### src/hdl/video_pkg.sv
package video_pkg;

    // Frame geometry
    localparam int image_width = 40;
    localparam int image_height = 48;
    localparam int image_size = image_width * image_height;

    // Buffer holds a few whole frames
    localparam int image_in_ram = 3;
    localparam int ram_depth = image_size * image_in_ram;
    localparam int ram_addr_w = 13;

    // Frames stored before the display side may start
    localparam int slices_before_stream = 1;

    // AXI4-Lite bus widths
    localparam int axi_addr_w = 16;
    localparam int axi_data_w = 32;

    // Register map, byte offsets
    localparam logic [axi_addr_w-1:0] reg_ctrl = 16'h0000;
    localparam logic [axi_addr_w-1:0] reg_status = 16'h0004;
    localparam logic [axi_addr_w-1:0] reg_count = 16'h0008;
    // One buffer word per 32-bit bus word from here on
    localparam logic [axi_addr_w-1:0] ram_window_base = 16'h8000;

    // Response codes
    localparam logic [1:0] resp_okay = 2'b00;
    localparam logic [1:0] resp_slverr = 2'b10;

    typedef struct packed {
        logic [4:0] red;
        logic [5:0] green;
        logic [4:0] blue;
    } rgb565_t;

    // Capture fills the colour fields, the bus reads the raw word
    typedef union packed {
        rgb565_t fields;
        logic [15:0] raw;
    } pixel_word_t;

    typedef struct packed {
        logic [23:0] rgb;
        logic active;
        logic frame_start;
    } video_stage_t;

    typedef struct packed {
        logic en;
        logic [ram_addr_w-1:0] addr;
        pixel_word_t data;
    } ram_write_t;

endpackage
### src/hdl/sync_qualifier.sv
`timescale 1ns/1ns
module sync_qualifier import video_pkg::*; (
    input  logic         rgb_clk,
    input  logic         nrst,
    input  logic [23:0]  rgb,
    input  logic         hsync,
    input  logic         vsync,
    output video_stage_t stage_out
);

    logic [23:0] rgb_q;
    logic active_q;
    logic start_q;
    logic vsync_q;

    // Colour is payload only
    always_ff @(posedge rgb_clk) begin
        rgb_q <= rgb;
    end

    always_ff @(posedge rgb_clk or negedge nrst) begin
        if (!nrst) begin
            active_q <= 1'b0;
            start_q <= 1'b0;
            vsync_q <= 1'b0;
        end else begin
            // Either sync high means blanking
            active_q <= !hsync && !vsync;
            // Vsync falling edge opens a new frame
            start_q <= vsync_q && !vsync;
            vsync_q <= vsync;
        end
    end

    assign stage_out = '{rgb: rgb_q, active: active_q, frame_start: start_q};

    // Vsync must fall inside horizontal blanking
    // so the frame start never lands on a pixel
    a_start_not_active: assert property (
        @(posedge rgb_clk) disable iff (!nrst)
        !(stage_out.active && stage_out.frame_start)
    );

endmodule

### config.mk
export PLATFORM = sky130hd
export DESIGN_NAME = sync_qualifier
export DESIGN_NICKNAME = d
export VERILOG_FILES = /design/src/hdl/video_pkg.sv /design/src/hdl/sync_qualifier.sv
export SDC_FILE = /design/constraint.sdc
export NUM_CORES = 1
export LEC_CHECK = 0
export BUFFER_PORTS_ARGS = -buffer_cell sky130_fd_sc_hd__buf_4
export CAP_MARGIN = 15
export CORE_ASPECT_RATIO = 1.2
export CORE_MARGIN = 10
export CORE_UTILIZATION = 36
export CTS_BUF_LIST = sky130_fd_sc_hd__clkbuf_8
export DETAILED_ROUTE_END_ITERATION = 8
export GPL_ROUTABILITY_DRIVEN = 1
export PLACE_DENSITY = 0.79
export SLEW_MARGIN = 20
export SYNTH_ARGS = -nofsm -noshare
export SYNTH_HDL_FRONTEND = slang
export SYNTH_SLANG_ARGS = --single-unit
### constraint.sdc
create_clock -name rgb_clk -period 0.8 [get_ports rgb_clk]
set_input_delay 0 -clock rgb_clk [delete_from_list [all_inputs] [get_ports rgb_clk]]
set_output_delay 0 -clock rgb_clk [all_outputs]
set_load 0.01 [all_outputs]
Word-level counts from Yosys, hierarchy flattened --
Cells that the tools add are included. W data, S select, Z words.
Operators by class: reduce and logical (&&, ||, !) cells 4
Operators with widths (number):
- $logic_and A1 B1 Y1 | 2
- $logic_not A1 Y1 | 2
Storage, ports and cells: register bits 27, output and inout bits 26

Longest topological paths before layout --
depth after elaboration 2, depth in mapped cells 1

Least setup slack after synthesis --
Ideal clock, no wire load.
path type register to register, start reg vsync_q, end reg start_q, library setup time 0.118 ns, arrival time 0.441 ns, path slack 0.242 ns, cell stages (with the launch flop) 2, path buffers 0, cell sequence dfrtp_1 > nor2b_1
On the way: longest elaborated chain between the ends 1
RTL lines:
- start, declared | line sync_qualifier.sv:14 | logic vsync_q;
- start signal, assigned | line sync_qualifier.sv:31 | vsync_q <= vsync;
- $logic_and A1 B1 Y1 | line sync_qualifier.sv:30 | start_q <= vsync_q && !vsync;
- end signal, assigned | line sync_qualifier.sv:30
- end, declared | line sync_qualifier.sv:13 | logic start_q;
No other way between the ends.

Final worst setup path --
start reg active_q, end out stage_out[1] (netlist bit)
RTL lines:
- start, declared | line sync_qualifier.sv:12 | logic active_q;
- start signal, assigned | line sync_qualifier.sv:28 | active_q <= !hsync && !vsync;
- end, declared | line sync_qualifier.sv:8 | output video_stage_t stage_out
No word-level cell between the ends.

==> out/qor.yml <==
outcome:
  status: "completed"
floorplan:
  start_util: 0.392
  dieArea_mm2: 0.00363
  rows: 15
  die_y_um: 64.0
  die_w_um: 56.7
  coreArea_mm2: 0.00148
  ios: 54
sta:
  fmax_mhz: 1310
  finalCritPeriodShare: 0.957
  final_max_slew_viol_count: 0
  tightest_slew_ps: 97.9
  period_minus_slack_ps: 766
  grt_setup_unrepaired: "no"
  setup-violations-final: 0
  finalHoldViolCount: 0
  slew_headroom: 0.935
  setup_tns_ps: 0
  fin_skew_ps: 0.0287
routing:
  first_pass_iters: 3
  drtIter0Drc: 2
  via_count: 521
  postRouteAntennaNets: 0
  avgViaCountPerCell: 4.01
  wirelength_um: 1910
  drc: 0
  wl_per_cell_um: 14.7
finish:
  final_cell_area_mm2: 0.00131
  antennaDiodeCount: 0
  final_cells: 130
  nets: 142
  drive_above_1_share: 0.504
  area_growth_pct: 125
setup_path:
  worstReg2RegStart: "vsync_q"
  startpoint_type: "flop"
  crit_family: "flip-flops"
  worstSetupPathType: "flop to output pin"
  worstRegToRegCells: 1
  cp_num_buf_inv: 1
  crit_fanout: 1
  crit_arrival_ps: 770
  required_ps: 800
  slowest_stage: "dfrtp_1"
  path_cells: "buf_6"
  regToRegEndpoint: "start_q"
  cpPeakStageDelay_ps: 380
  end_kind: "output pin"
  rrSetupSlack_ps: 220
global_route:
  grt_pass1_vias: 641
  grt_pass1_wl_um: 3110
  antenna_found_initial: 0
  grt_max_degree: 16
  grt_remaining_overflow: 0
  groute.usage.overall: 0.106
power_and_ir_drop:
  p_per_area_mw_per_mm2: 1930
  vdd_drop_max_mv: 1.43
  power.leakage_nw: 0.639
synth:
  synth_ff_type: "dfxtp_1"
  async_reset_ff_frac: 0.111
  netlist_instances: 31
  ys_seq_elements: 27
  synth_top_area_frac: 0.828
  synth.most_common_cell: "dfxtp_1"
  yosysTopAreaCell: "dfxtp_1"
  mappedNetlistArea_um2: 581
  syn-num-nets: 59
  ys_types: 5
  yosys-top-cells-count: "dfxtp_1, dfrtp_1, buf_4, nor2_1, nor2b_1"
  synth-edff-count: 0
  ys_seq_area_frac: 0.957
  synthTopCellsByArea: "dfxtp_1, dfrtp_1, buf_4"
  synth_area_per_cell_um2: 18.7
  ys.warnings.count: 0
placement:
  dpl_cell_area_um2: 985
  portBuffers: 53
  place_inst: 99
  gp_congestion: 0.657
cts:
  path_clk_slew_ps: 80
  clk_path_buf_depth: 2
  htree_levels: 1
  root_buffer: "clkbuf_8"
  cts_tree: "yes"
  clock_latency_ps: 260
  cts_buffers: 3
  cts_sinks: 27
job:
  max-cap-violations: 0
min_path:
  hold_class: "primary input to async pin"
## timing repair
action                     4_1_cts  5_1_grt
buffers inserted                 0        0
setup endpoints to repair        0        1
resized for setup                0        1
hold buffers                    27        0
hold endpoints to repair        30        0
## area by class of cell
class | count | area [um^2]
Clock inverter | 1 | 5.00
Tap cell | 17 | 21.3
Fill cell | 72 | 178
Clock buffer | 3 | 41.3
Timing Repair Buffer | 80 | 672
Multi-Input combinational cell | 2 | 10.0
Sequential cell | 27 | 556
## placed cells by master (no fill, tap or decap)
| cell type | n |
|---|---|
| clkinv_2 | 1 |
| buf_6 | 1 |
| dfxtp_1 | 24 |
| dlygate4sd3_1 | 27 |
| clkbuf_8 | 3 |
| nor2b_1 | 1 |
| dfrtp_1 | 3 |
| nor2_1 | 1 |
| buf_4 | 52 |
## metal layers
| layer | global-route usage | share of wire |
|---|---|---|
| met3 | 0.0632 | 0.12 |
| met5 | 0 | 0 |
| met4 | 0.0271 | 0.0052 |
| met1 | 0.0939 | 0.31 |
| met2 | 0.195 | 0.56 |
## power by group
group          internal, mW  switching [mW]
Clock                 0.347           0.374
Combinational         0.251           0.109
Sequential             1.42          0.0195
Total                  2.02           0.502
## sequential cells by signal (all words and copies together) (netlist names)
register and cells:
vsync_q 1, active_q 1, start_q 1, rgb_q 24
## cell families after synthesis
group                  Yosys count  share of synthesized area
buffers and inverters            2                     0.0259
DFF                             27                      0.957
and+or+nand+nor                  2                     0.0172
## per-stage QoR
stage,power (mW),util,worst slack (ps),hold WS [ps]
after floorplan,1.51,-,242,-296
after global placement,1.71,0.664,239,-210
after detailed placement,1.72,0.664,228,-210
after CTS,2.54,0.878,25.9,51.5
after global routing,2.63,0.880,0.708,53.7
final,2.52,0.880,34.4,52.8
## how the worst max path moves through the flow
stage                   from            to  slack (ps)  cells past startpoint
floorplan            vsync_q       start_q         240                      1
detailed placement   vsync_q       start_q         230                      1
CTS                 active_q  stage_out[1]          30                      1
finish              active_q  stage_out[1]          30                      1
global placement     vsync_q       start_q         240                      1
global route        active_q  stage_out[1]         0.7                      1
No activity file was read; power rests on OpenSTA's default activity.
