`config.mk`:
```
export PLATFORM = sky130hd
export DESIGN_NAME = rgb_logic
export DESIGN_NICKNAME = d
export VERILOG_FILES = /design/src/hdl/video_pkg.sv /design/src/hdl/rgb_logic.sv
export SDC_FILE = /design/constraint.sdc
export NUM_CORES = 1
export LEC_CHECK = 0
export BUFFER_PORTS_ARGS = -buffer_cell sky130_fd_sc_hd__clkbuf_2
export CAP_MARGIN = 25
export CORE_ASPECT_RATIO = 1.75
export CORE_MARGIN = 8
export CORE_UTILIZATION = 36
export CTS_CLUSTER_SIZE = 20
export DETAILED_ROUTE_END_ITERATION = 7
export PLACE_DENSITY = 0.75
export RECOVER_POWER = 100
export SLEW_MARGIN = 10
export SYNTH_ARGS = -nofsm -noshare
export SYNTH_HDL_FRONTEND = slang
export SYNTH_SLANG_ARGS = --single-unit
```
`constraint.sdc`:
```
create_clock -name rgb_clk -period 4.5 [get_ports rgb_clk]
set_input_delay 0.9 -clock rgb_clk [delete_from_list [all_inputs] [get_ports rgb_clk]]
set_output_delay 0.9 -clock rgb_clk [all_outputs]
set_load 0.1 [all_outputs]
```
`src/hdl/video_pkg.sv`:
```
package video_pkg;

    // Frame geometry
    localparam int image_width = 40;
    localparam int image_height = 48;
    localparam int image_size = image_width * image_height;

    // Buffer holds a few whole frames
    localparam int image_in_ram = 3;
    localparam int ram_depth = image_size * image_in_ram;
    localparam int ram_addr_w = 13;

    // Frames stored before the display side may start
    localparam int slices_before_stream = 1;

    // AXI4-Lite bus widths
    localparam int axi_addr_w = 16;
    localparam int axi_data_w = 32;

    // Register map, byte offsets
    localparam logic [axi_addr_w-1:0] reg_ctrl = 16'h0000;
    localparam logic [axi_addr_w-1:0] reg_status = 16'h0004;
    localparam logic [axi_addr_w-1:0] reg_count = 16'h0008;
    // One buffer word per 32-bit bus word from here on
    localparam logic [axi_addr_w-1:0] ram_window_base = 16'h8000;

    // Response codes
    localparam logic [1:0] resp_okay = 2'b00;
    localparam logic [1:0] resp_slverr = 2'b10;

    typedef struct packed {
        logic [4:0] red;
        logic [5:0] green;
        logic [4:0] blue;
    } rgb565_t;

    // Capture fills the colour fields, the bus reads the raw word
    typedef union packed {
        rgb565_t fields;
        logic [15:0] raw;
    } pixel_word_t;

    typedef struct packed {
        logic [23:0] rgb;
        logic active;
        logic frame_start;
    } video_stage_t;

    typedef struct packed {
        logic en;
        logic [ram_addr_w-1:0] addr;
        pixel_word_t data;
    } ram_write_t;

endpackage
```
`src/hdl/rgb_logic.sv`:
```
`timescale 1ns/1ns
module rgb_logic import video_pkg::*; (
    input  logic                rgb_clk,
    input  logic                nrst,
    input  video_stage_t        stage_in,
    input  logic                capture_enable,
    output ram_write_t          ram_wr,
    output logic [ram_addr_w:0] write_count,
    output logic                stream_ready
);

    logic armed;
    logic room;
    logic take_pixel;
    logic [ram_addr_w:0] count;
    logic wr_en;
    logic [ram_addr_w-1:0] wr_addr;
    pixel_word_t wr_data;

    // Count doubles as the next write address
    assign room = count < ram_depth;
    assign take_pixel = armed && stage_in.active && room;

    always_ff @(posedge rgb_clk or negedge nrst) begin
        if (!nrst) begin
            armed <= 1'b0;
            count <= '0;
            wr_en <= 1'b0;
            stream_ready <= 1'b0;
        end else if (!capture_enable) begin
            // Disable throws away the whole capture state
            armed <= 1'b0;
            count <= '0;
            wr_en <= 1'b0;
            stream_ready <= 1'b0;
        end else begin
            // Wait for a clean frame boundary
            if (stage_in.frame_start) begin
                armed <= 1'b1;
            end
            wr_en <= take_pixel;
            if (take_pixel) begin
                count <= count + 1'b1;
            end
            // Sticky once enough frames are in
            stream_ready <= stream_ready || (count >= slices_before_stream * image_size);
        end
    end

    // Address and pixel ride along with wr_en
    always_ff @(posedge rgb_clk) begin
        wr_addr <= count[ram_addr_w-1:0];
        // Plain truncation to RGB565
        wr_data.fields.red <= stage_in.rgb[23:19];
        wr_data.fields.green <= stage_in.rgb[15:10];
        wr_data.fields.blue <= stage_in.rgb[7:3];
    end

    assign ram_wr = '{en: wr_en, addr: wr_addr, data: wr_data};
    assign write_count = count;

    a_addr_in_range: assert property (
        @(posedge rgb_clk) disable iff (!nrst)
        ram_wr.en |-> (ram_wr.addr < ram_depth)
    );

    a_ready_needs_enable: assert property (
        @(posedge rgb_clk) disable iff (!nrst)
        !capture_enable |=> !stream_ready
    );

endmodule

```
== After elaboration in Yosys (flattened, before gate mapping) ==
Index checks and enable logic that the tools add are counted.

* Add/sub/neg operators: 1
* Order comparisons: 2
* Equality and inequality tests: 2
* Muxes and demuxes: 6
* Reductions and logical operators: 3

{| class="wikitable"
|+ Operators by type and width
! operator !! count
|-
| $mux W14 || 2
|-
| $add A14 B1 Y14 const B || 1
|-
| $ge A14 B11 Y1 const B || 1
|-
| $lt A14 B13 Y1 const B || 1
|-
| $mux W1 || 4
|-
| $logic_and A1 B1 Y1 || 2
|-
| $ne A2 B1 Y1 const B || 1
|-
| $ne A2 B2 Y1 const B || 1
|-
| $logic_or A1 B1 Y1 || 1
|}

* Register bits after elaboration: 46
* Input port bits: 29
* Output and inout bits: 45
* Logic and storage cells: 20

== Depth between registers and ports, before layout ==
Gate-level depths: netlist (run 1).

* Depth after elaboration: 4
* Depth in mapped cells: 5
* Mapped depth without buffers: 5

== Least setup slack after synthesis (run 1) ==
Ideal clock, no wire load.

* Path kind: reg2reg
* From: reg count[7] (netlist: write_count[7])
* To: reg count[11] (netlist: write_count[11])
* Setup time: 78 ps
* Arrival time: 2029 ps
* Required time: 4422 ps
* Slack: 2393 ps
* Cell stages (with the launch flop): 5
* Path buffers: 0
* Period minus slack after synthesis: 2107 ps
* Cell sequence: dfrtp_1 > and3_1 > nand4_1 > or4b_1 > a21oi_1

* Word-level cells in the longest chain between the ends: 3
* Elaborated cells between the ends (all ways): 6
* Classes of those cells: 1 x add/sub; 1 x order compare; 1 x eq/ne; 2 x mux; 1 x reduce/logical

{| class="wikitable"
|+ Ends and longest elaborated chain
! item !! line !! source
|-
| start: declaration || rgb_logic.sv:15 || <nowiki>logic [ram_addr_w:0] count;</nowiki>
|-
| start signal: assignment || rgb_logic.sv:43 || <nowiki>count <= count + 1'b1;</nowiki>
|-
| $add A14 B1 Y14 or $lt A14 B13 Y1 (tied branches) || rgb_logic.sv:43, rgb_logic.sv:21 ||
|-
| $mux W14 or $logic_and A1 B1 Y1 (tied branches) || rgb_logic.sv:42, rgb_logic.sv:22 ||
|-
| $mux W14 or $ne A2 B1 Y1 (tied branches) || n/a ||
|}

Parallel ways exist; a longest one is shown, timed or not. The select of a mux whose other input is x is not followed.
A chain may end at the register's enable or synchronous reset.

== Worst setup path after layout (run 1) ==
* From: reg count[9] (netlist: write_count[9])
* To: out write_count[9]

{| class="wikitable"
|+ RTL lines
! item !! line !! source
|-
| end: declaration || rgb_logic.sv:8 || <nowiki>output logic [ram_addr_w:0] write_count,</nowiki>
|}

No word-level cell between the ends.

==> impl_metrics.toml, run 1 <==
[critical_path]
worstPathArrival_ps = 1730
cp_cell_sequence = "clkbuf_1"
timing.critical_path.buf_inv = 1
crit_fanout = 8
crit_type = "register to primary output"
max_stage_delay_ps = 900
crit_family = "buffers and inverters"
rr_startpoint = "write_count[13]$_DFFE_PN0P_"
rrSetupSlack_ps = 2650
worst_path_max_delay_cell = "clkbuf_1"
crit_path_end_kind = "primary output"
cp-start-kind = "register"
critPathRequiredTime_ps = 3600
crit_path_start = "write_count[9]$_DFFE_PN0P_"

[yosys]
ys_warn_count = 0
ys.flop_type = "dfxtp_1"
synth.top_cells.by_area = "dfxtp_1 39%, dfrtp_1 29%, mux2i_1 3.4%, nand2_1 3.1%, nand4_1 2.5%"
yosysTopAreaCell = "dfxtp_1"
netlist_instances = 121
ys_seq_elements = 46
ys_seq_area_share_pct = 68.1
synth_top_cell_area_share_pct = 39.3
syn_area_per_cell_um2 = 12.2
syn-num-nets = 151
ys_async_sr_fraction_pct = 37.0
synth_edf_count = 0
synth_area_um2 = 1480
synth_cell_type_count = 30

[clock_tree]
cts_tree = "yes"
path_clk_slew_ps = 80
cts.repair.resized = 0
clock_path_buffers = 2
cts-buffers-inserted = 5
hold_buffers = 0
root_buffer = "clkbuf_8"
clock_latency_ps = 290
postCtsSetupBuffers = 0
cts_sinks = 46
htreeDepth = 2

[cells_and_area]
diodes = 0
syn2layout_area_growth_pct = 26.8
nFillCells = 405
fin_util_pct = 46.4
drive_gt1_share_pct = 14.3
final_common_cell = "clkbuf_1"
fin_nets = 219
layout_common_cells = "47 x clkbuf_1, 29 x dfxtp_1, 18 x clkbuf_2"

[floorplan]
core_area_um2 = 4030
num_rows = 31
die_h_um = 101
start_util_pct = 36.6
dieWidth_um = 64.4
io_pins = 74
die_area_um2 = 6490

[run]
cap_violations = 0

[power_and_ir_drop]
p_int_mw = 0.587
p_sw_share_pct = 27.0
power_frac_comb_pct = 12.4
switchingPower_mw = 0.217
leakage_nw = 0.783
total_power_mw = 0.803
pwr-share-clk_pct = 34.9
seqPwrFrac_pct = 52.7
powerDensity_nw_per_um2 = 429
max-vdd-ir-drop_uv = 217

[drt]
wl_um = 3520
drtPass1Iterations = 4
vias_per_cell = 4.81
first_iter_violations = 39
drtAntennaViolNets = 0
dr_total_vias = 1144
drc = 0
wl_per_cell_um = 14.8

[global_routing]
track_usage_pct = 10.8
grt_pass1_vias = 1162
use_met3_pct = 6.12
grt_overflow_total = 0
met1_usage_pct = 10.4
antenna_found_initial = 0
busiest_layer = "met2"
grt_pass1_wl_um = 5590
use_met2_pct = 18.0
grt_max_degree = 18

[timing]
rsz0062_at_grt = "false"
fin_hold_ws_ps = 461
clock_skew_ps = 8.02
slew_viol_final = 0
tns_ps = 0
max_freq_mhz = 380
hold_violations = 0
relSlewSlack_pct = 20.8
max_slew.worst_pin.slew_ps = 1190
post-route-period-util_pct = 58.4
final-setup-viol-count = 0
min_period_ps = 2630

[placement]
hpwl_um = 2760
io_buffers = 65
place_congestion = 0.837

[min_path]
hold_class = "register to register"
hp-start = "write_count[5]$_DFFE_PN0P_"

[run_status]
status = "completed"
## final cells by class
class                      count  area, um2  share of cell area (%)
sequential                    46       1010                    53.7
tap                           49       61.3                    3.28
timing repair buffer          65        267                    14.2
inverter                       5       18.8                    1.00
multi-input combinational     66        412                    22.0
clock buffer                   7        108                    5.75
## path summary, 6_finish.rpt
| path | depth (start not counted) | end |
|---|---|---|
| worst max-delay path | 1 | write_count[9] |
| worst min-delay path | 0 | wr_addr[5]$_DFF_P_ |
| worst max register to register | 4 | write_count[6]$_DFFE_PN0P_ |
| worst min register to register | 0 | wr_addr[5]$_DFF_P_ |
| max in group asynchronous | 1 | write_count[0]$_DFFE_PN0P_ |
| min in group asynchronous | 1 | write_count[8]$_DFFE_PN0P_ |
## stage by stage
stage,area [um2],setup slack (ps),std cells
after CTS,1940,2230,238
final,1870,1870,238
after global placement,1840,2250,231
after global routing,1870,1810,238
after floorplan,1480,2390,121
after detailed placement,1840,2230,231
## cells by family after synthesis
family	count (synthesis)	share of synthesized area (%)
flip-flops	46	68.1
multiplexers	5	3.39
AND/OR/NAND/NOR	47	17.5
adder cells (fa/ha/maj)	1	0.847
XOR/XNOR	3	1.78
buffers and inverters	9	3.05
AO/OA/AOI/OAI	10	5.25
## synth_stat cells (all sizes together) (2+ instances only)
cell and count:
nor3 2, and3 3, nand4 6, nor2 8
nand2 12, clkbuf 2, dfxtp 29, nand2b 3
mux2i 5, dfrtp 17, inv 5, buf 2
a21oi 6, xor2 2, nor4 4, nand3 4
## power groups by stage
stage          sequential [mW]  clock [mW]  combinational (mW)
6_report                 0.423       0.281              0.0993
5_1_grt                  0.425       0.309               0.104
4_1_cts                  0.423       0.291               0.104
3_5_place_dp             0.433           0               0.103
3_3_place_gp             0.432           0               0.102
2_1_floorplan            0.501           0              0.0124
## flip-flops by register name, indices dropped and copies added (netlist names)
register and flops:
wr_addr 13, armed 1, write_count 14, wr_en 1
stream_ready 1, wr_data 16
## metal layers
| metal | part of all wire [%] | routed length, um |
|---|---|---|
| met5 | 0 | 0 |
| met4 | 2.6 | 92 |
| met3 | 13 | 455 |
| met2 | 47 | 1650 |
| met1 | 38 | 1320 |
No activity file was read; power rests on OpenSTA's default activity.
==> run 2: changes to the inputs <==
- clock period: 4.5 -> 2.55 ns (I/O delays scaled with it)
==> impl_metrics.toml, run 2 (synthesized netlist as in run 1, its figures left out) <==
[floorplan]
core_area_um2 = 4030
start_util_pct = 36.6
dieWidth_um = 64.4
num_rows = 31
io_pins = 74
die_area_um2 = 6490
die_h_um = 101

[timing]
rsz0062_at_grt = "false"
min_period_ps = 2180
max_slew.worst_pin.slew_ps = 1190
relSlewSlack_pct = 20.7
post-route-period-util_pct = 85.6
slew_viol_final = 0
tns_ps = 0
final-setup-viol-count = 0
clock_skew_ps = 3.60
max_freq_mhz = 458
hold_violations = 0

[cells_and_area]
largest_reg_flops = 16
fin_nets = 219
final_common_cell = "clkbuf_1"
syn2layout_area_growth_pct = 27.0
nFillCells = 405
design_area_um2 = 1880
drive_gt1_share_pct = 16.8
layout_common_cells = "43 x clkbuf_1, 29 x dfxtp_1, 23 x clkbuf_2"
regMostFlops = "wr_data"
diodes = 0

[power_and_ir_drop]
pwr-share-clk_pct = 34.3
p_sw_share_pct = 27.6
total_power_mw = 1.40
p_int_mw = 1.01
power_frac_comb_pct = 12.5
leakage_nw = 0.795
seqPwrFrac_pct = 53.3
powerDensity_nw_per_um2 = 747
switchingPower_mw = 0.387
max-vdd-ir-drop_uv = 484

[critical_path]
crit_path_end_kind = "primary output"
cp-start-kind = "register"
worst_path_max_delay_cell = "clkbuf_1"
cp_cell_sequence = "clkbuf_1"
max_stage_delay_ps = 900
worstPathArrival_ps = 1670
crit_family = "buffers and inverters"
timing.critical_path.buf_inv = 1
crit_type = "register to primary output"
critPathRequiredTime_ps = 2040
crit_fanout = 7

[clock_tree]
path_clk_slew_ps = 80
cts_tree = "yes"
htreeDepth = 2
root_buffer = "clkbuf_8"
postCtsSetupBuffers = 0
cts_sinks = 46
cts.repair.resized = 0
clock_latency_ps = 290
clock_path_buffers = 2
hold_buffers = 0
cts-buffers-inserted = 5

[global_routing]
grt_overflow_total = 0
antenna_found_initial = 0
grt_pass1_vias = 1149
grt_max_degree = 18
track_usage_pct = 10.9
grt_pass1_wl_um = 5500

[placement]
place_area_um2 = 1840
hpwl_um = 2730
place_congestion = 0.798
io_buffers = 65

[drt]
drc = 0
vias_per_cell = 4.77
wl_per_cell_um = 14.4
dr_total_vias = 1140
wl_um = 3450
drtAntennaViolNets = 0
first_iter_violations = 31
drtPass1Iterations = 4

[run_status]
status = "completed"

[run]
cap_violations = 0

[min_path]
hold_class = "input pin to register"
==> run 2: metal layers <==
| layer | global-route usage (%) | part of all wire, % | up-vias |
|---|---|---|---|
| met5 | 0 | 0 | - |
| met4 | 6.08 | 2.3 | 0 |
| met3 | 6.12 | 13 | 6 |
| met2 | 18.3 | 48 | 56 |
| met1 | 10.0 | 37 | 531 |
| li1 | - | - | 547 |
==> run 2: worst paths after layout <==
path / from / to / slack [ps] / depth (start not counted)
worst max-delay path: write_count[12]$_DFFE_PN0P_ / write_count[12] / 370 / 1
worst min-delay path: stage_in[14] / wr_data[7]$_DFF_P_ / 310 / 1
worst max register to register: write_count[13]$_DFFE_PN0P_ / write_count[6]$_DFFE_PN0P_ / 730 / 4
worst min register to register: write_count[5]$_DFFE_PN0P_ / wr_addr[5]$_DFF_P_ / 450 / 0
max in group asynchronous: nrst / write_count[1]$_DFFE_PN0P_ / 1670 / 1
min in group asynchronous: nrst / write_count[5]$_DFFE_PN0P_ / 320 / 1
==> run 2: per-stage QoR <==
| step | setup slack [ps] | util, % | hold slack [ps] | cells |
|---|---|---|---|---|
| final | 366 | 46.5 | 315 | 239 |
| after global routing | 313 | 46.5 | 293 | 239 |
| after CTS | 653 | 48.1 | 148 | 239 |
| after detailed placement | 696 | 45.5 | 439 | 231 |
| after global placement | 710 | 45.5 | 433 | 231 |
| after floorplan | 443 | - | 214 | 121 |
==> run 2: final cells by class <==
cell class                      count  area, um2  area share, %
Tap cell                           49       61.3           3.27
Clock buffer                        7       97.6           5.20
Clock inverter                      1       7.51          0.400
Sequential cell                    46       1010           53.6
Multi-Input combinational cell     66        412           21.9
Timing Repair Buffer               65        273           14.5
Inverter                            5       18.8           1.00
==> run 2: power groups by stage <==
stage	logic, mW	clock network, mW	registers [mW]
after floorplan	0.0219	0	0.884
after global placement	0.181	0	0.762
after detailed placement	0.183	0	0.763
after CTS	0.183	0.500	0.747
after global routing	0.183	0.534	0.749
final	0.175	0.480	0.746
==> run 3: changes to the inputs <==
- GPL_TIMING_DRIVEN: unset -> 0
- RECOVER_POWER: 100 -> unset
- clock period: 2.55 -> 2.3 ns (I/O delays scaled with it)
==> impl_metrics.toml, run 3 (synthesized netlist as in run 1, its figures left out) <==
[timing]
hold_violations = 0
relSlewSlack_pct = 63.3
final-setup-viol-count = 0
rsz0062_at_grt = "false"
clock_skew_ps = 3.48
slew_viol_final = 0
post-route-period-util_pct = 78.3
max_slew.worst_pin.slew_ps = 553
tns_ps = 0
min_period_ps = 1800
max_freq_mhz = 555

[floorplan]
die_h_um = 101
core_area_um2 = 4030
num_rows = 31
start_util_pct = 36.6
io_pins = 74
die_area_um2 = 6490
dieWidth_um = 64.4

[critical_path]
crit_path_start = "write_count[9]$_DFFE_PN0P_"
path_depth = 1
cp-start-kind = "register"
worst_path_max_delay_cell = "dfrtp_1"
crit_fanout = 8
crit_path_end_kind = "primary output"
max_stage_delay_ps = 530
worstPathArrival_ps = 1340
crit_type = "register to primary output"
rr_startpoint = "write_count[13]$_DFFE_PN0P_"
timing.critical_path.buf_inv = 1
crit_family = "flip-flops"
critPathRequiredTime_ps = 1840
r2r_cells = 5
rrSetupSlack_ps = 600
crit_end = "write_count[9]"
cp_cell_sequence = "clkbuf_2"
r2r-end = "write_count[11]$_DFFE_PN0P_"

[cells_and_area]
layout_common_cells = "65 x clkbuf_2, 29 x dfxtp_1, 17 x dfrtp_1"
design_area_um2 = 1970
diodes = 0
regMostFlops = "wr_data"
multiInputGateArea_um2 = 425
regArea_um2 = 1010
largest_reg_flops = 16
drive_gt1_share_pct = 40.2
final_common_cell = "clkbuf_2"
nFillCells = 382
fin_nets = 223
syn2layout_area_growth_pct = 33.3

[clock_tree]
postCtsSetupBuffers = 0
clock_path_buffers = 2
cts_sinks = 46
htreeDepth = 2
cts_tree = "yes"
cts-buffers-inserted = 5
path_clk_slew_ps = 80
cts.repair.resized = 0
hold_buffers = 0
clock_latency_ps = 290
root_buffer = "clkbuf_8"

[placement]
place_congestion = 0.798
io_buffers = 65
hpwl_um = 2730
place_area_um2 = 1860

[drt]
drtPass1Iterations = 4
first_iter_violations = 54
wl_per_cell_um = 14.3
wl_um = 3490
drtAntennaViolNets = 0
drc = 0
vias_per_cell = 4.79
dr_total_vias = 1163

[global_routing]
grt_max_degree = 18
antenna_found_initial = 0
grt_overflow_total = 0
track_usage_pct = 10.9
grt_pass1_vias = 1178
grt_pass1_wl_um = 5630

[run_status]
status = "completed"

[min_path]
hold_class = "input pin to asynchronous set/reset pin"

[power_and_ir_drop]
leakage_nw = 0.947
max-vdd-ir-drop_uv = 512
powerDensity_nw_per_um2 = 799

[run]
cap_violations = 0
## run 3: worst min path at each step
stage	end	slack, ps	cells past startpoint
CTS	write_count[3]$_DFFE_PN0P_	100	1
finish	write_count[5]$_DFFE_PN0P_	90	1
global placement	write_count[5]$_DFFE_PN0P_	420	1
floorplan	armed$_DFFE_PN0P_	160	0
detailed placement	write_count[8]$_DFFE_PN0P_	420	1
global route	write_count[3]$_DFFE_PN0P_	120	1
## run 3: cell type report
class / instances / share of cell area (%)
plain buffers: 4 / 1.34
clock buffers: 7 / 4.96
clock inverters: 1 / 0.381
inverters: 5 / 0.954
multi-input cells: 66 / 21.6
flip-flops and latches: 46 / 51.1
well taps: 49 / 3.12
repair buffers: 65 / 16.5
## run 3: power breakdown
part           internal, mW  total, mW  switching, mW
sequential            0.820      0.828        0.00744
combinational        0.0330      0.205          0.172
clock                 0.280      0.539          0.259
total                  1.13       1.57          0.438
## run 3: stage by stage
step           utilization [%]  power (mW)  hold WS (ps)  worst slack (ps)  cells
3_5_place_dp              46.2        1.05           423               560    235
6_report                  48.8        1.57          91.9               499    243
2_1_floorplan                -        1.00           164               193    121
4_1_cts                   48.8        1.60           101               485    243
3_3_place_gp              46.2        1.05           423               568    235
5_1_grt                   48.8        1.64           119               454    243
## run 3: layer usage
metal	share of wire, %	vias up	track usage (%)
met5	0	-	0
met4	2.3	0	5.07
met3	12	7	5.46
met2	49	65	18.8
met1	36	536	10.4
li1	-	555	-
