`src/hdl/video_pkg.sv`:
```
package video_pkg;

    // Frame geometry
    localparam int image_width = 40;
    localparam int image_height = 48;
    localparam int image_size = image_width * image_height;

    // Buffer holds a few whole frames
    localparam int image_in_ram = 3;
    localparam int ram_depth = image_size * image_in_ram;
    localparam int ram_addr_w = 13;

    // Frames stored before the display side may start
    localparam int slices_before_stream = 1;

    // AXI4-Lite bus widths
    localparam int axi_addr_w = 16;
    localparam int axi_data_w = 32;

    // Register map, byte offsets
    localparam logic [axi_addr_w-1:0] reg_ctrl = 16'h0000;
    localparam logic [axi_addr_w-1:0] reg_status = 16'h0004;
    localparam logic [axi_addr_w-1:0] reg_count = 16'h0008;
    // One buffer word per 32-bit bus word from here on
    localparam logic [axi_addr_w-1:0] ram_window_base = 16'h8000;

    // Response codes
    localparam logic [1:0] resp_okay = 2'b00;
    localparam logic [1:0] resp_slverr = 2'b10;

    typedef struct packed {
        logic [4:0] red;
        logic [5:0] green;
        logic [4:0] blue;
    } rgb565_t;

    // Capture fills the colour fields, the bus reads the raw word
    typedef union packed {
        rgb565_t fields;
        logic [15:0] raw;
    } pixel_word_t;

    typedef struct packed {
        logic [23:0] rgb;
        logic active;
        logic frame_start;
    } video_stage_t;

    typedef struct packed {
        logic en;
        logic [ram_addr_w-1:0] addr;
        pixel_word_t data;
    } ram_write_t;

endpackage
```
`src/hdl/ctrl_regs.sv`:
```
`timescale 1ns/1ns
module ctrl_regs import video_pkg::*; (
    input  logic                    rgb_clk,
    input  logic                    nrst,
    // Write address and data
    input  logic [axi_addr_w-1:0]   awaddr,
    input  logic                    awvalid,
    output logic                    awready,
    input  logic [axi_data_w-1:0]   wdata,
    input  logic [axi_data_w/8-1:0] wstrb,
    input  logic                    wvalid,
    output logic                    wready,
    output logic [1:0]              bresp,
    output logic                    bvalid,
    input  logic                    bready,
    // Read address and data
    input  logic [axi_addr_w-1:0]   araddr,
    input  logic                    arvalid,
    output logic                    arready,
    output logic [axi_data_w-1:0]   rdata,
    output logic [1:0]              rresp,
    output logic                    rvalid,
    input  logic                    rready,
    // Capture side
    output logic                    capture_enable,
    input  logic                    stream_ready,
    input  logic [ram_addr_w:0]     write_count,
    output logic [ram_addr_w-1:0]   ram_rd_addr,
    input  pixel_word_t             ram_rd_data
);

    logic aw_take;
    logic w_take;
    logic aw_held;
    logic w_held;
    logic wr_fire;
    logic wr_is_ctrl;
    logic aw_held_nx;
    logic w_held_nx;
    logic bvalid_nx;
    logic [axi_addr_w-1:0] aw_addr_q;
    logic [axi_addr_w-1:0] wr_addr;
    logic [axi_data_w-1:0] w_data_q;
    logic [axi_data_w-1:0] wr_data;
    logic [axi_data_w/8-1:0] w_strb_q;
    logic [axi_data_w/8-1:0] wr_strb;
    logic ar_take;
    logic rd_win;
    logic rd_pend;
    logic rd_reg_hit;
    logic rvalid_nx;
    logic full;
    logic [axi_addr_w-1:0] win_off;
    logic [axi_data_w-1:0] reg_rdata;

    assign aw_take = awvalid && awready;
    assign w_take = wvalid && wready;
    // Address and data may come in either order
    assign wr_fire = (aw_held || aw_take) && (w_held || w_take);
    assign wr_addr = aw_held ? aw_addr_q : awaddr;
    assign wr_data = w_held ? w_data_q : wdata;
    assign wr_strb = w_held ? w_strb_q : wstrb;
    assign wr_is_ctrl = wr_addr == reg_ctrl;
    assign aw_held_nx = (aw_held || aw_take) && !wr_fire;
    assign w_held_nx = (w_held || w_take) && !wr_fire;
    assign bvalid_nx = wr_fire || (bvalid && !bready);

    always_ff @(posedge rgb_clk or negedge nrst) begin
        if (!nrst) begin
            aw_held <= 1'b0;
            w_held <= 1'b0;
            awready <= 1'b0;
            wready <= 1'b0;
            bvalid <= 1'b0;
            capture_enable <= 1'b0;
        end else begin
            aw_held <= aw_held_nx;
            w_held <= w_held_nx;
            bvalid <= bvalid_nx;
            // No new write until the response is gone
            awready <= !aw_held_nx && !bvalid_nx;
            wready <= !w_held_nx && !bvalid_nx;
            // Only byte 0 of the control word is writable
            if (wr_fire && wr_is_ctrl && wr_strb[0]) begin
                capture_enable <= wr_data[0];
            end
        end
    end

    always_ff @(posedge rgb_clk) begin
        if (aw_take) begin
            aw_addr_q <= awaddr;
        end
        if (w_take) begin
            w_data_q <= wdata;
            w_strb_q <= wstrb;
        end
        if (wr_fire) begin
            bresp <= wr_is_ctrl ? resp_okay : resp_slverr;
        end
    end

    // Read decode
    assign ar_take = arvalid && arready;
    assign full = write_count == ram_depth;
    assign win_off = araddr - ram_window_base;
    assign rd_win = (araddr >= ram_window_base) && (win_off < ram_depth * 4)
                    && (win_off[1:0] == 2'b00);
    // RAM samples this on the handshake edge
    assign ram_rd_addr = win_off[ram_addr_w+1:2];

    always_comb begin
        rd_reg_hit = 1'b1;
        reg_rdata = '0;
        case (araddr)
            reg_ctrl: reg_rdata[0] = capture_enable;
            reg_status: reg_rdata[1:0] = {full, stream_ready};
            reg_count: reg_rdata[ram_addr_w:0] = write_count;
            default: rd_reg_hit = 1'b0;
        endcase
    end

    // Window reads spend one extra cycle in the RAM
    assign rvalid_nx = (ar_take && !rd_win) || rd_pend || (rvalid && !rready);

    always_ff @(posedge rgb_clk or negedge nrst) begin
        if (!nrst) begin
            rd_pend <= 1'b0;
            rvalid <= 1'b0;
            arready <= 1'b0;
        end else begin
            rd_pend <= ar_take && rd_win;
            rvalid <= rvalid_nx;
            arready <= !(ar_take && rd_win) && !rvalid_nx;
        end
    end

    always_ff @(posedge rgb_clk) begin
        if (ar_take && !rd_win) begin
            rdata <= reg_rdata;
            rresp <= rd_reg_hit ? resp_okay : resp_slverr;
        end else if (rd_pend) begin
            rdata <= axi_data_w'(ram_rd_data.raw);
            rresp <= resp_okay;
        end
    end

    a_rvalid_held: assert property (
        @(posedge rgb_clk) disable iff (!nrst)
        rvalid && !rready |=> rvalid
    );

    a_bvalid_held: assert property (
        @(posedge rgb_clk) disable iff (!nrst)
        bvalid && !bready |=> bvalid
    );

endmodule

```
`config.mk`:
```
export PLATFORM = sky130hd
export DESIGN_NAME = ctrl_regs
export DESIGN_NICKNAME = d
export VERILOG_FILES = /design/src/hdl/video_pkg.sv /design/src/hdl/ctrl_regs.sv
export SDC_FILE = /design/constraint.sdc
export NUM_CORES = 1
export LEC_CHECK = 0
export BUFFER_PORTS_ARGS = -buffer_cell sky130_fd_sc_hd__buf_2
export CORE_MARGIN = 4
export CORE_UTILIZATION = 40
export CTS_BUF_LIST = sky130_fd_sc_hd__clkbuf_4 sky130_fd_sc_hd__clkbuf_8
export DETAILED_ROUTE_END_ITERATION = 16
export PLACE_DENSITY = 0.8
export SLEW_MARGIN = 20
export SYNTH_ARGS = -nofsm -noshare
export SYNTH_HDL_FRONTEND = slang
export SYNTH_SLANG_ARGS = --single-unit
export TNS_END_PERCENT = 20
```
`constraint.sdc`:
```
create_clock -name rgb_clk -period 4.9 [get_ports rgb_clk]
set_clock_uncertainty 0.1 [all_clocks]
set_input_delay 0.49 -clock rgb_clk [delete_from_list [all_inputs] [get_ports rgb_clk]]
set_output_delay 0.49 -clock rgb_clk [all_outputs]
set_load 0.005 [all_outputs]
```
# ---- Word level (Yosys, flattened, before mapping)
# Index checks and enable logic that the tools add are counted.
dict set report totals {
  wordCells 71
  register_bits 47
  output_inout_bits 55
  in_bits 106
}
dict set report op_classes {
  eq_ne 3
  add_sub_neg 1
  magnitude_cmp 2
  reduce_logical 36
  muxes 13
}
# operator count
set ops {}
lappend ops {{$logic_not A16 Y1} 2}
lappend ops {{$mux W14} 2}
lappend ops {{$logic_and A1 B1 Y1} 17}
lappend ops {{$eq A16 B3 Y1 const B} 1}
lappend ops {{$eq A16 B4 Y1 const B} 1}
lappend ops {{$ge A16 B16 Y1 const B} 1}
lappend ops {{$lt A16 B15 Y1 const B} 1}
lappend ops {{$mux W16} 1}
lappend ops {{$sub A16 B16 Y16 const B} 1}
lappend ops {{$eq A14 B13 Y1 const B} 1}
lappend ops {{$mux W12} 1}
lappend ops {{$logic_not A1 Y1} 9}
lappend ops {{$mux W2} 4}
lappend ops {{$logic_or A1 B1 Y1} 5}
lappend ops {{$mux W1} 3}
lappend ops {{$pmux W1 S3} 1}
lappend ops {{$reduce_or A3 Y1} 1}
lappend ops {{$logic_not A2 Y1} 1}
lappend ops {{$pmux W1 S2} 1}
lappend ops {{$reduce_bool A2 Y1} 1}

# ---- Logic depth before layout (Yosys ltp)
# Gate-level depths: netlist of the first run.
dict set report logic_depth {
  ltp_word 10
  depth_mapped 6
  mapped_depth_nobuf 5
}

# ---- Least setup slack after synthesis of the first run
# OpenSTA, ideal clock, no wires.
dict set report synth_path {
  path_kind {input -> register}
  startpoint {input araddr[10]}
  endpoint {register rdata[0], enable pin}
  t_required_ns 4.512
  setup_time_ns 0.288
  setup_slack_ns 3.013
  arrival_ns 1.499
  path_stages 4
  path_buffers 0
  cell_sequence {o211a_1 > o21ai_0 > a31oi_1 > or2_2}
}
dict set report synth_via {
  elab_chain_len 7
  word_cells_on_any_way 8
  cone_classes {add/sub (1); order compare (2); reduce/logical (5)}
}
# item line
set synth_rtl {}
lappend synth_rtl {{from (decl)} ctrl_regs.sv:17} ;# input logic [axi_addr_w-1:0] araddr,
lappend synth_rtl {{$sub A16 B16 Y16} ctrl_regs.sv:106} ;# assign win_off = araddr - ram_window_base;
lappend synth_rtl {{$lt A16 B15 Y1} ctrl_regs.sv:107} ;# assign rd_win = (araddr >= ram_window_base) && (win_off < ram_depth * 4)
lappend synth_rtl {{$logic_and A1 B1 Y1 *} ctrl_regs.sv:107}
lappend synth_rtl {{$logic_and A1 B1 Y1 *} ctrl_regs.sv:108} ;# && (win_off[1:0] == 2'b00);
lappend synth_rtl {{$logic_not A1 Y1 *} ctrl_regs.sv:139} ;# if (ar_take && !rd_win) begin
lappend synth_rtl {{$logic_and A1 B1 Y1 *} ctrl_regs.sv:139}
lappend synth_rtl {{$reduce_bool A2 Y1 (no source line) *} -}
lappend synth_rtl {{to (signal assigned)} ctrl_regs.sv:140} ;# rdata <= reg_rdata;
lappend synth_rtl {{to (signal assigned)} ctrl_regs.sv:143} ;# rdata <= axi_data_w'(ram_rd_data.raw);
lappend synth_rtl {{to (decl)} ctrl_regs.sv:20} ;# output logic [axi_data_w-1:0] rdata,
# Mark *: on every way between the ends. The rest lies on a longest branch, timed or not.
# A chain may end at the register's enable or synchronous reset.

# ---- Worst setup path in the final report of the first run
dict set report layout_path {
  startpoint {input araddr[10]}
  endpoint {register rdata[1], enable pin}
}
# Same word-level chain as after synthesis.

==> results of run 1 <==
[worst max-delay path, stage by stage]
cell	delay, ns
buf_2	0.12
o211a_1	0.21
o21ai_0	0.27
a31oi_2	0.13
buf_4	0.24
or2_2	0.47
[timing repair]
| action | CTS | global route |
|---|---|---|
| setup endpoints to repair | 0 | 0 |
| endpoints found under the hold margin | 9 | 0 |
| hold buffers | 1 | 0 |
[worst paths after layout]
path                                        start                    endpoint  slack (ns)  cells past startpoint
max                                    araddr[10]          rdata[1]$_DFFE_PP_        2.87                      6
min                                     awaddr[4]      aw_addr_q[4]$_DFFE_PP_        0.28                      1
max reg2reg                aw_addr_q[0]$_DFFE_PP_  capture_enable$_DFFE_PN0P_        3.00                      5
min reg2reg                rdata[15]$_SDFFE_PP0P_      rdata[15]$_SDFFE_PP0P_        0.40                      2
max in group asynchronous                    nrst           arready$_DFF_PN0_        4.05                      2
min in group asynchronous                    nrst            bvalid$_DFF_PN0_        0.47                      2
[kinds of logic after synthesis]
group,Yosys count,share of synthesized area (%)
AND/OR/NAND/NOR,58,16.3
flip-flops,45,59.3
multiplexers,6,2.89
other,1,0.173
AO/OA/AOI/OAI,24,6.46
buffers and inverters,49,14.9
[power breakdown]
group	leakage [nW]	internal (W)	switching (W)
clock	0.0447	0.000103	0.000131
combinational	0.745	0.0000851	0.0000991
sequential	0.447	0.000488	0.0000261
total	1.24	0.000676	0.000257
[final cells by class]
| class | count | area [sq um] |
|---|---|---|
| Clock inverter | 3 | 25.0 |
| Timing Repair Buffer | 110 | 558 |
| Tap cell | 70 | 87.6 |
| Clock buffer | 5 | 68.8 |
| Fill cell | 469 | 2460 |
| Multi-Input combinational cell | 106 | 629 |
| Inverter | 14 | 52.6 |
| Sequential cell | 45 | 1290 |
[placed cells by master, fill, tap and decap left out]
cell and instances:
buf_2 108, edfxtp_1 34, conb_1 18, inv_1 14
nand3_1 13, nor2_1 12, o21ai_1 10, dfrtp_1 9
nor4_1 8, clkbuf_8 5, o21ai_0 4, mux2i_1 4
nor2b_1 4, nand2_1 3, nor4_2 3, nand4_1 3
a21oi_1 3, nor3_1 2, nor4b_1 2, and2_1 2
a21o_1 2, or2_2 2, mux2_2 2, dfxtp_1 2
o211a_1 1, a31oi_2 1, nand4_2 1, nor3b_4 1
nor3b_1 1, nand4b_1 1, a31oi_1 1, a211o_1 1
a221oi_1 1, clkinvlp_4 1, inv_6 1, clkinv_4 1
dlygate4sd3_1 1, buf_4 1
[layer usage]
metal | part of all wire (%) | routed length, um | GRT usage (%) | vias to the layer above
met3 | 8.1 | 390 | 3.07 | 5
met4 | 1.4 | 66 | 5.48 | 0
met5 | 0 | 0 | 0 | -
met1 | 37 | 1790 | 16.6 | 784
met2 | 53 | 2560 | 25.9 | 76
li1 | - | - | - | 809
[stage by stage]
stage | worst slack (ns) | area (sq um) | utilization [%] | hold slack [ns] | total power (W)
after floorplan | 3.01 | 2230 | - | 0.0944 | 0.000636
after global placement | 2.59 | 2600 | 50.3 | 0.256 | 0.000703
after detailed placement | 2.54 | 2600 | 50.3 | 0.252 | 0.000710
after CTS | 2.86 | 2710 | 52.3 | 0.271 | 0.000942
after global routing | 2.75 | 2710 | 52.3 | 0.256 | 0.000992
final | 2.87 | 2710 | 52.3 | 0.280 | 0.000933
==> results.toml, run 1 <==
[global_routing]
grt_pass1_vias = 1550
grt-ovfl-total = 0
grt_usage_pct = 14.3
grt_max_degree = 34
grt_first_pass_wirelength_mm = 7.26
antenna_found_initial = 0

[place]
io_buffers = 108
dp.cells = 344
dp_hpwl_mm = 3.84
gp_congestion = 0.762

[sta]
worst_pin_slew_ns = 0.691
setup-violations-final = 0
fin_setup_tns_ns = 0
rsz0062_at_grt = "no"
max_freq_mhz = 492
slew_headroom_pct = 53.9
hold_viol = 0
maxSlewViolCount = 0
period_share_pct = 41.5
fin_crit_ns = 2.03

[logic_synthesis]
syn-cell-area_sq_mm = 0.00217
yosys_register_bits = 45
ys_top_cells_by_area = "edfxtp_1, buf_4, dfrtp_1"
synth_edf_count = 34
synthTopCellsByCount = "edfxtp_1, buf_4, inv_1"
syn_inst = 183
yosysSeqAreaShare_pct = 59.3
yosys.area.top_type_share_pct = 47.1
ys.warnings.count = 0
yosys.area.top_type = "edfxtp_1"
synth_top_flop_cell = "edfxtp_1"
yosysMostFrequentCell = "edfxtp_1"
synthArstFlopShare_pct = 20.0
synth.avg_cell_area_sq_um = 11.8
yosysUniqueCellTypes = 32

[drt]
ant_nets = 0
drc = 0
drt_wl_total_mm = 4.80
routedWlPerCell_um = 13.6
drt_iter0_markers = 78
avgViaCountPerCell = 4.74
dr.pass1.iters = 6
vias = 1674

[floorplanning]
initial_core_util_pct = 41.9
core_sq_mm = 0.00517
die_width_um = 81.6
num_io_pins = 161
dieArea_sq_mm = 0.00666
die_y_um = 81.6
rows = 26

[setup_path]
arrival_ns = 1.93
cp_max_fo = 33
crit_required_ns = 4.80
crit_path_end_kind = "register"
worstSetupPathType = "input port to register"
start_kind = "input port"

[power_and_ir_drop]
p_leak_nw = 1.24
power.density_mw_per_mm2 = 345
ir_drop_v = 0.000112

[clocking]
clkLatencyLatePin_ns = 0.30
cts_made_buffers = 5
clock-sinks = 45
cts_setup_buffers = 0
clockBufferDepth = 2
htree_levels = 2
cts_resized = 0
clk_pin_slew_worst_paths_ns = 0.09
cts_tree = "built"
cts.root.buffer_cell = "clkbuf_8"

[run_status]
status = "completed"

[flow_run]
drv_cap = 0

[finish]
fin_cells = 353
layout.nets = 388
area_delta_synth_final_pct = 24.9
diodes = 0
largestRegisters = "aw_addr_q (16), rdata (16)"
layout-drive-gt1-share_pct = 44.9

[min_path]
hold_class = "input port to register"
(Power assumes the default switching activity.)
==> inputs of run 2 (changes only) <==
Settings changed: CORE_UTILIZATION 40 to 38, PLACE_DENSITY 0.8 to 0.79.
Clock period 4.9 ns to 1.8 ns, I/O delays scaled along.
==> run 2 against run 1 <==
Worst setup slack worse by 2.8 ns. Clock power grew to 3.8 times the previous value. Design area is 12% higher. Flip-flop and latch count stayed put. Count of clock-buffer cells in the layout stayed put. Critical endpoint is now capture_enable$_DFFE_PN0P_. Largest power group unchanged.
==> results.toml, run 2 (same netlist as run 1, synthesis figures left out) <==
[floorplanning]
initial_core_util_pct = 39.4
core_sq_mm = 0.00551
num_io_pins = 161
rows = 27
dieArea_sq_mm = 0.00698
die_width_um = 83.5
die_y_um = 83.5

[setup_path]
arrival_ns = 1.82
slowest_delay_ns = 0.40
crit_chain = "nor4b_2 > nand4_1 > nor4_4 > o21ai_1 > mux2_2"
crit_required_ns = 1.87
worstSetupPathType = "register to register"
cp_max_fo = 2
crit_path_end_kind = "register"
critPathSlowestCell = "edfxtp_1"
start_kind = "register"

[global_routing]
antenna_found_initial = 0
grt-ovfl-total = 0
grt_pass1_vias = 1752
grt_usage_pct = 14.2
grt_first_pass_wirelength_mm = 7.98
grt_max_degree = 30

[power_and_ir_drop]
internal_power_w = 0.00217
power_frac_clock_pct = 30.6
p_leak_nw = 1.38
ir_drop_v = 0.000374
power.density_mw_per_mm2 = 945
power_w = 0.00287
swShare_pct = 24.6
combPwrFrac_pct = 20.0
pwr-share-seq_pct = 49.4
p_sw_w = 0.000706

[drt]
drt_wl_total_mm = 5.19
ant_nets = 0
avgViaCountPerCell = 4.65
vias = 1767
dr.pass1.iters = 4
drc = 0
drt_iter0_markers = 33
routedWlPerCell_um = 13.7

[clocking]
cts.root.buffer_cell = "clkbuf_8"
clk_pin_slew_worst_paths_ns = 0.08
clockBufferDepth = 2
htree_levels = 2
clock-sinks = 45
cts_made_buffers = 5
clkLatencyLatePin_ns = 0.29
cts_tree = "built"

[place]
dp.cells = 351
dp_hpwl_mm = 3.97
gp_congestion = 0.824
io_buffers = 108

[sta]
whs_ns = 0.0253
setup-violations-final = 0
rsz0062_at_grt = "yes"
max_freq_mhz = 573
period_share_pct = 97.0
fin_crit_ns = 1.75
maxSlewViolCount = 0
hold_viol = 0

[finish]
diodes = 0
area_delta_synth_final_pct = 40.3
fin_cells = 380
final_cell_mix = "buf_2, edfxtp_1, dlygate4sd3_1"
layout.nets = 413
largestRegisters = "aw_addr_q (16), rdata (16)"
final_common_cell = "buf_2"
layout-drive-gt1-share_pct = 45.1
final_util_pct = 55.3

[min_path]
hold_class = "input port to register"

[run_status]
status = "completed"

[flow_run]
drv_cap = 0
-- run 2: cell count changes in the layout (fill, tap and decap cells not counted), sizes merged --
cell | previous run | this run
buf | 109 | 115
bufinv | 0 | 2
clkinvlp | 1 | 0
dlygate4sd3 | 1 | 20
inv | 15 | 14
-- run 2: metrics by stage --
| stage | worst slack, ns | TNS, ns | instance area [sq um] |
|---|---|---|---|
| detailed placement | -0.106 | -0.143 | 2640 |
| finish | 0.0539 | 0 | 3040 |
| global placement | -0.0141 | -0.0141 | 2640 |
| floorplan | 0.223 | 0 | 2230 |
| CTS | 0.00526 | 0 | 3000 |
| global route | -0.00549 | -0.00549 | 3040 |
-- run 2: path summary, 6_finish.rpt --
kind	from	endpoint	slack, ns	depth (start not counted)
min in group asynchronous	nrst	arready$_DFF_PN0_	0.17	2
setup reg to reg	aw_addr_q[0]$_DFFE_PP_	capture_enable$_DFFE_PN0P_	0.05	5
max in group asynchronous	nrst	awready$_DFF_PN0_	1.24	2
hold reg to reg	arready$_DFF_PN0_	arready$_DFF_PN0_	0.40	1
setup / recovery	aw_addr_q[0]$_DFFE_PP_	capture_enable$_DFFE_PN0P_	0.05	5
hold / removal	bready	wready$_DFF_PN0_	0.03	3
-- run 2: final cells by class --
class	instances	area, sq um
repair buffers	135	796
clock inverters	3	65.1
clock buffers	5	68.8
fillers	490	2460
flip-flops and latches	45	1290
well taps	72	90.1
multi-input cells	106	684
inverters	14	52.6
-- run 2: power by group through the flow --
stage	registers, W	logic [W]	clock network [W]
after floorplan	0.00142	0.000308	0
after global placement	0.00142	0.000505	0
after detailed placement	0.00143	0.000520	0
after CTS	0.00141	0.000558	0.000906
after global routing	0.00144	0.000639	0.000945
final	0.00142	0.000575	0.000879
-- run 2: timing repair --
| item | in CTS | in global routing |
|---|---|---|
| pin swaps | 0 | 5 |
| hold buffers | 20 | 0 |
| resized for setup | 3 | 6 |
| setup endpoints to repair | 2 | 2 |
| hold endpoints to repair | 28 | 0 |
| buffers inserted | 0 | 2 |
-- run 2: critical path, delay by kind of cell (launching register included) --
kind            cells  cell delay [ns]
compound gates      1             0.12
mux                 1             0.28
flops               1             0.40
simple gates        3             0.73
-- run 2: metal layers --
layer	track usage [%]	share of wire, %	vias to the layer above	wire length (um)
met5	0	0	-	0
met4	5.70	2.0	0	103
met3	2.67	5.9	10	308
met2	27.0	56	79	2890
met1	15.2	36	824	1890
li1	-	-	854	-
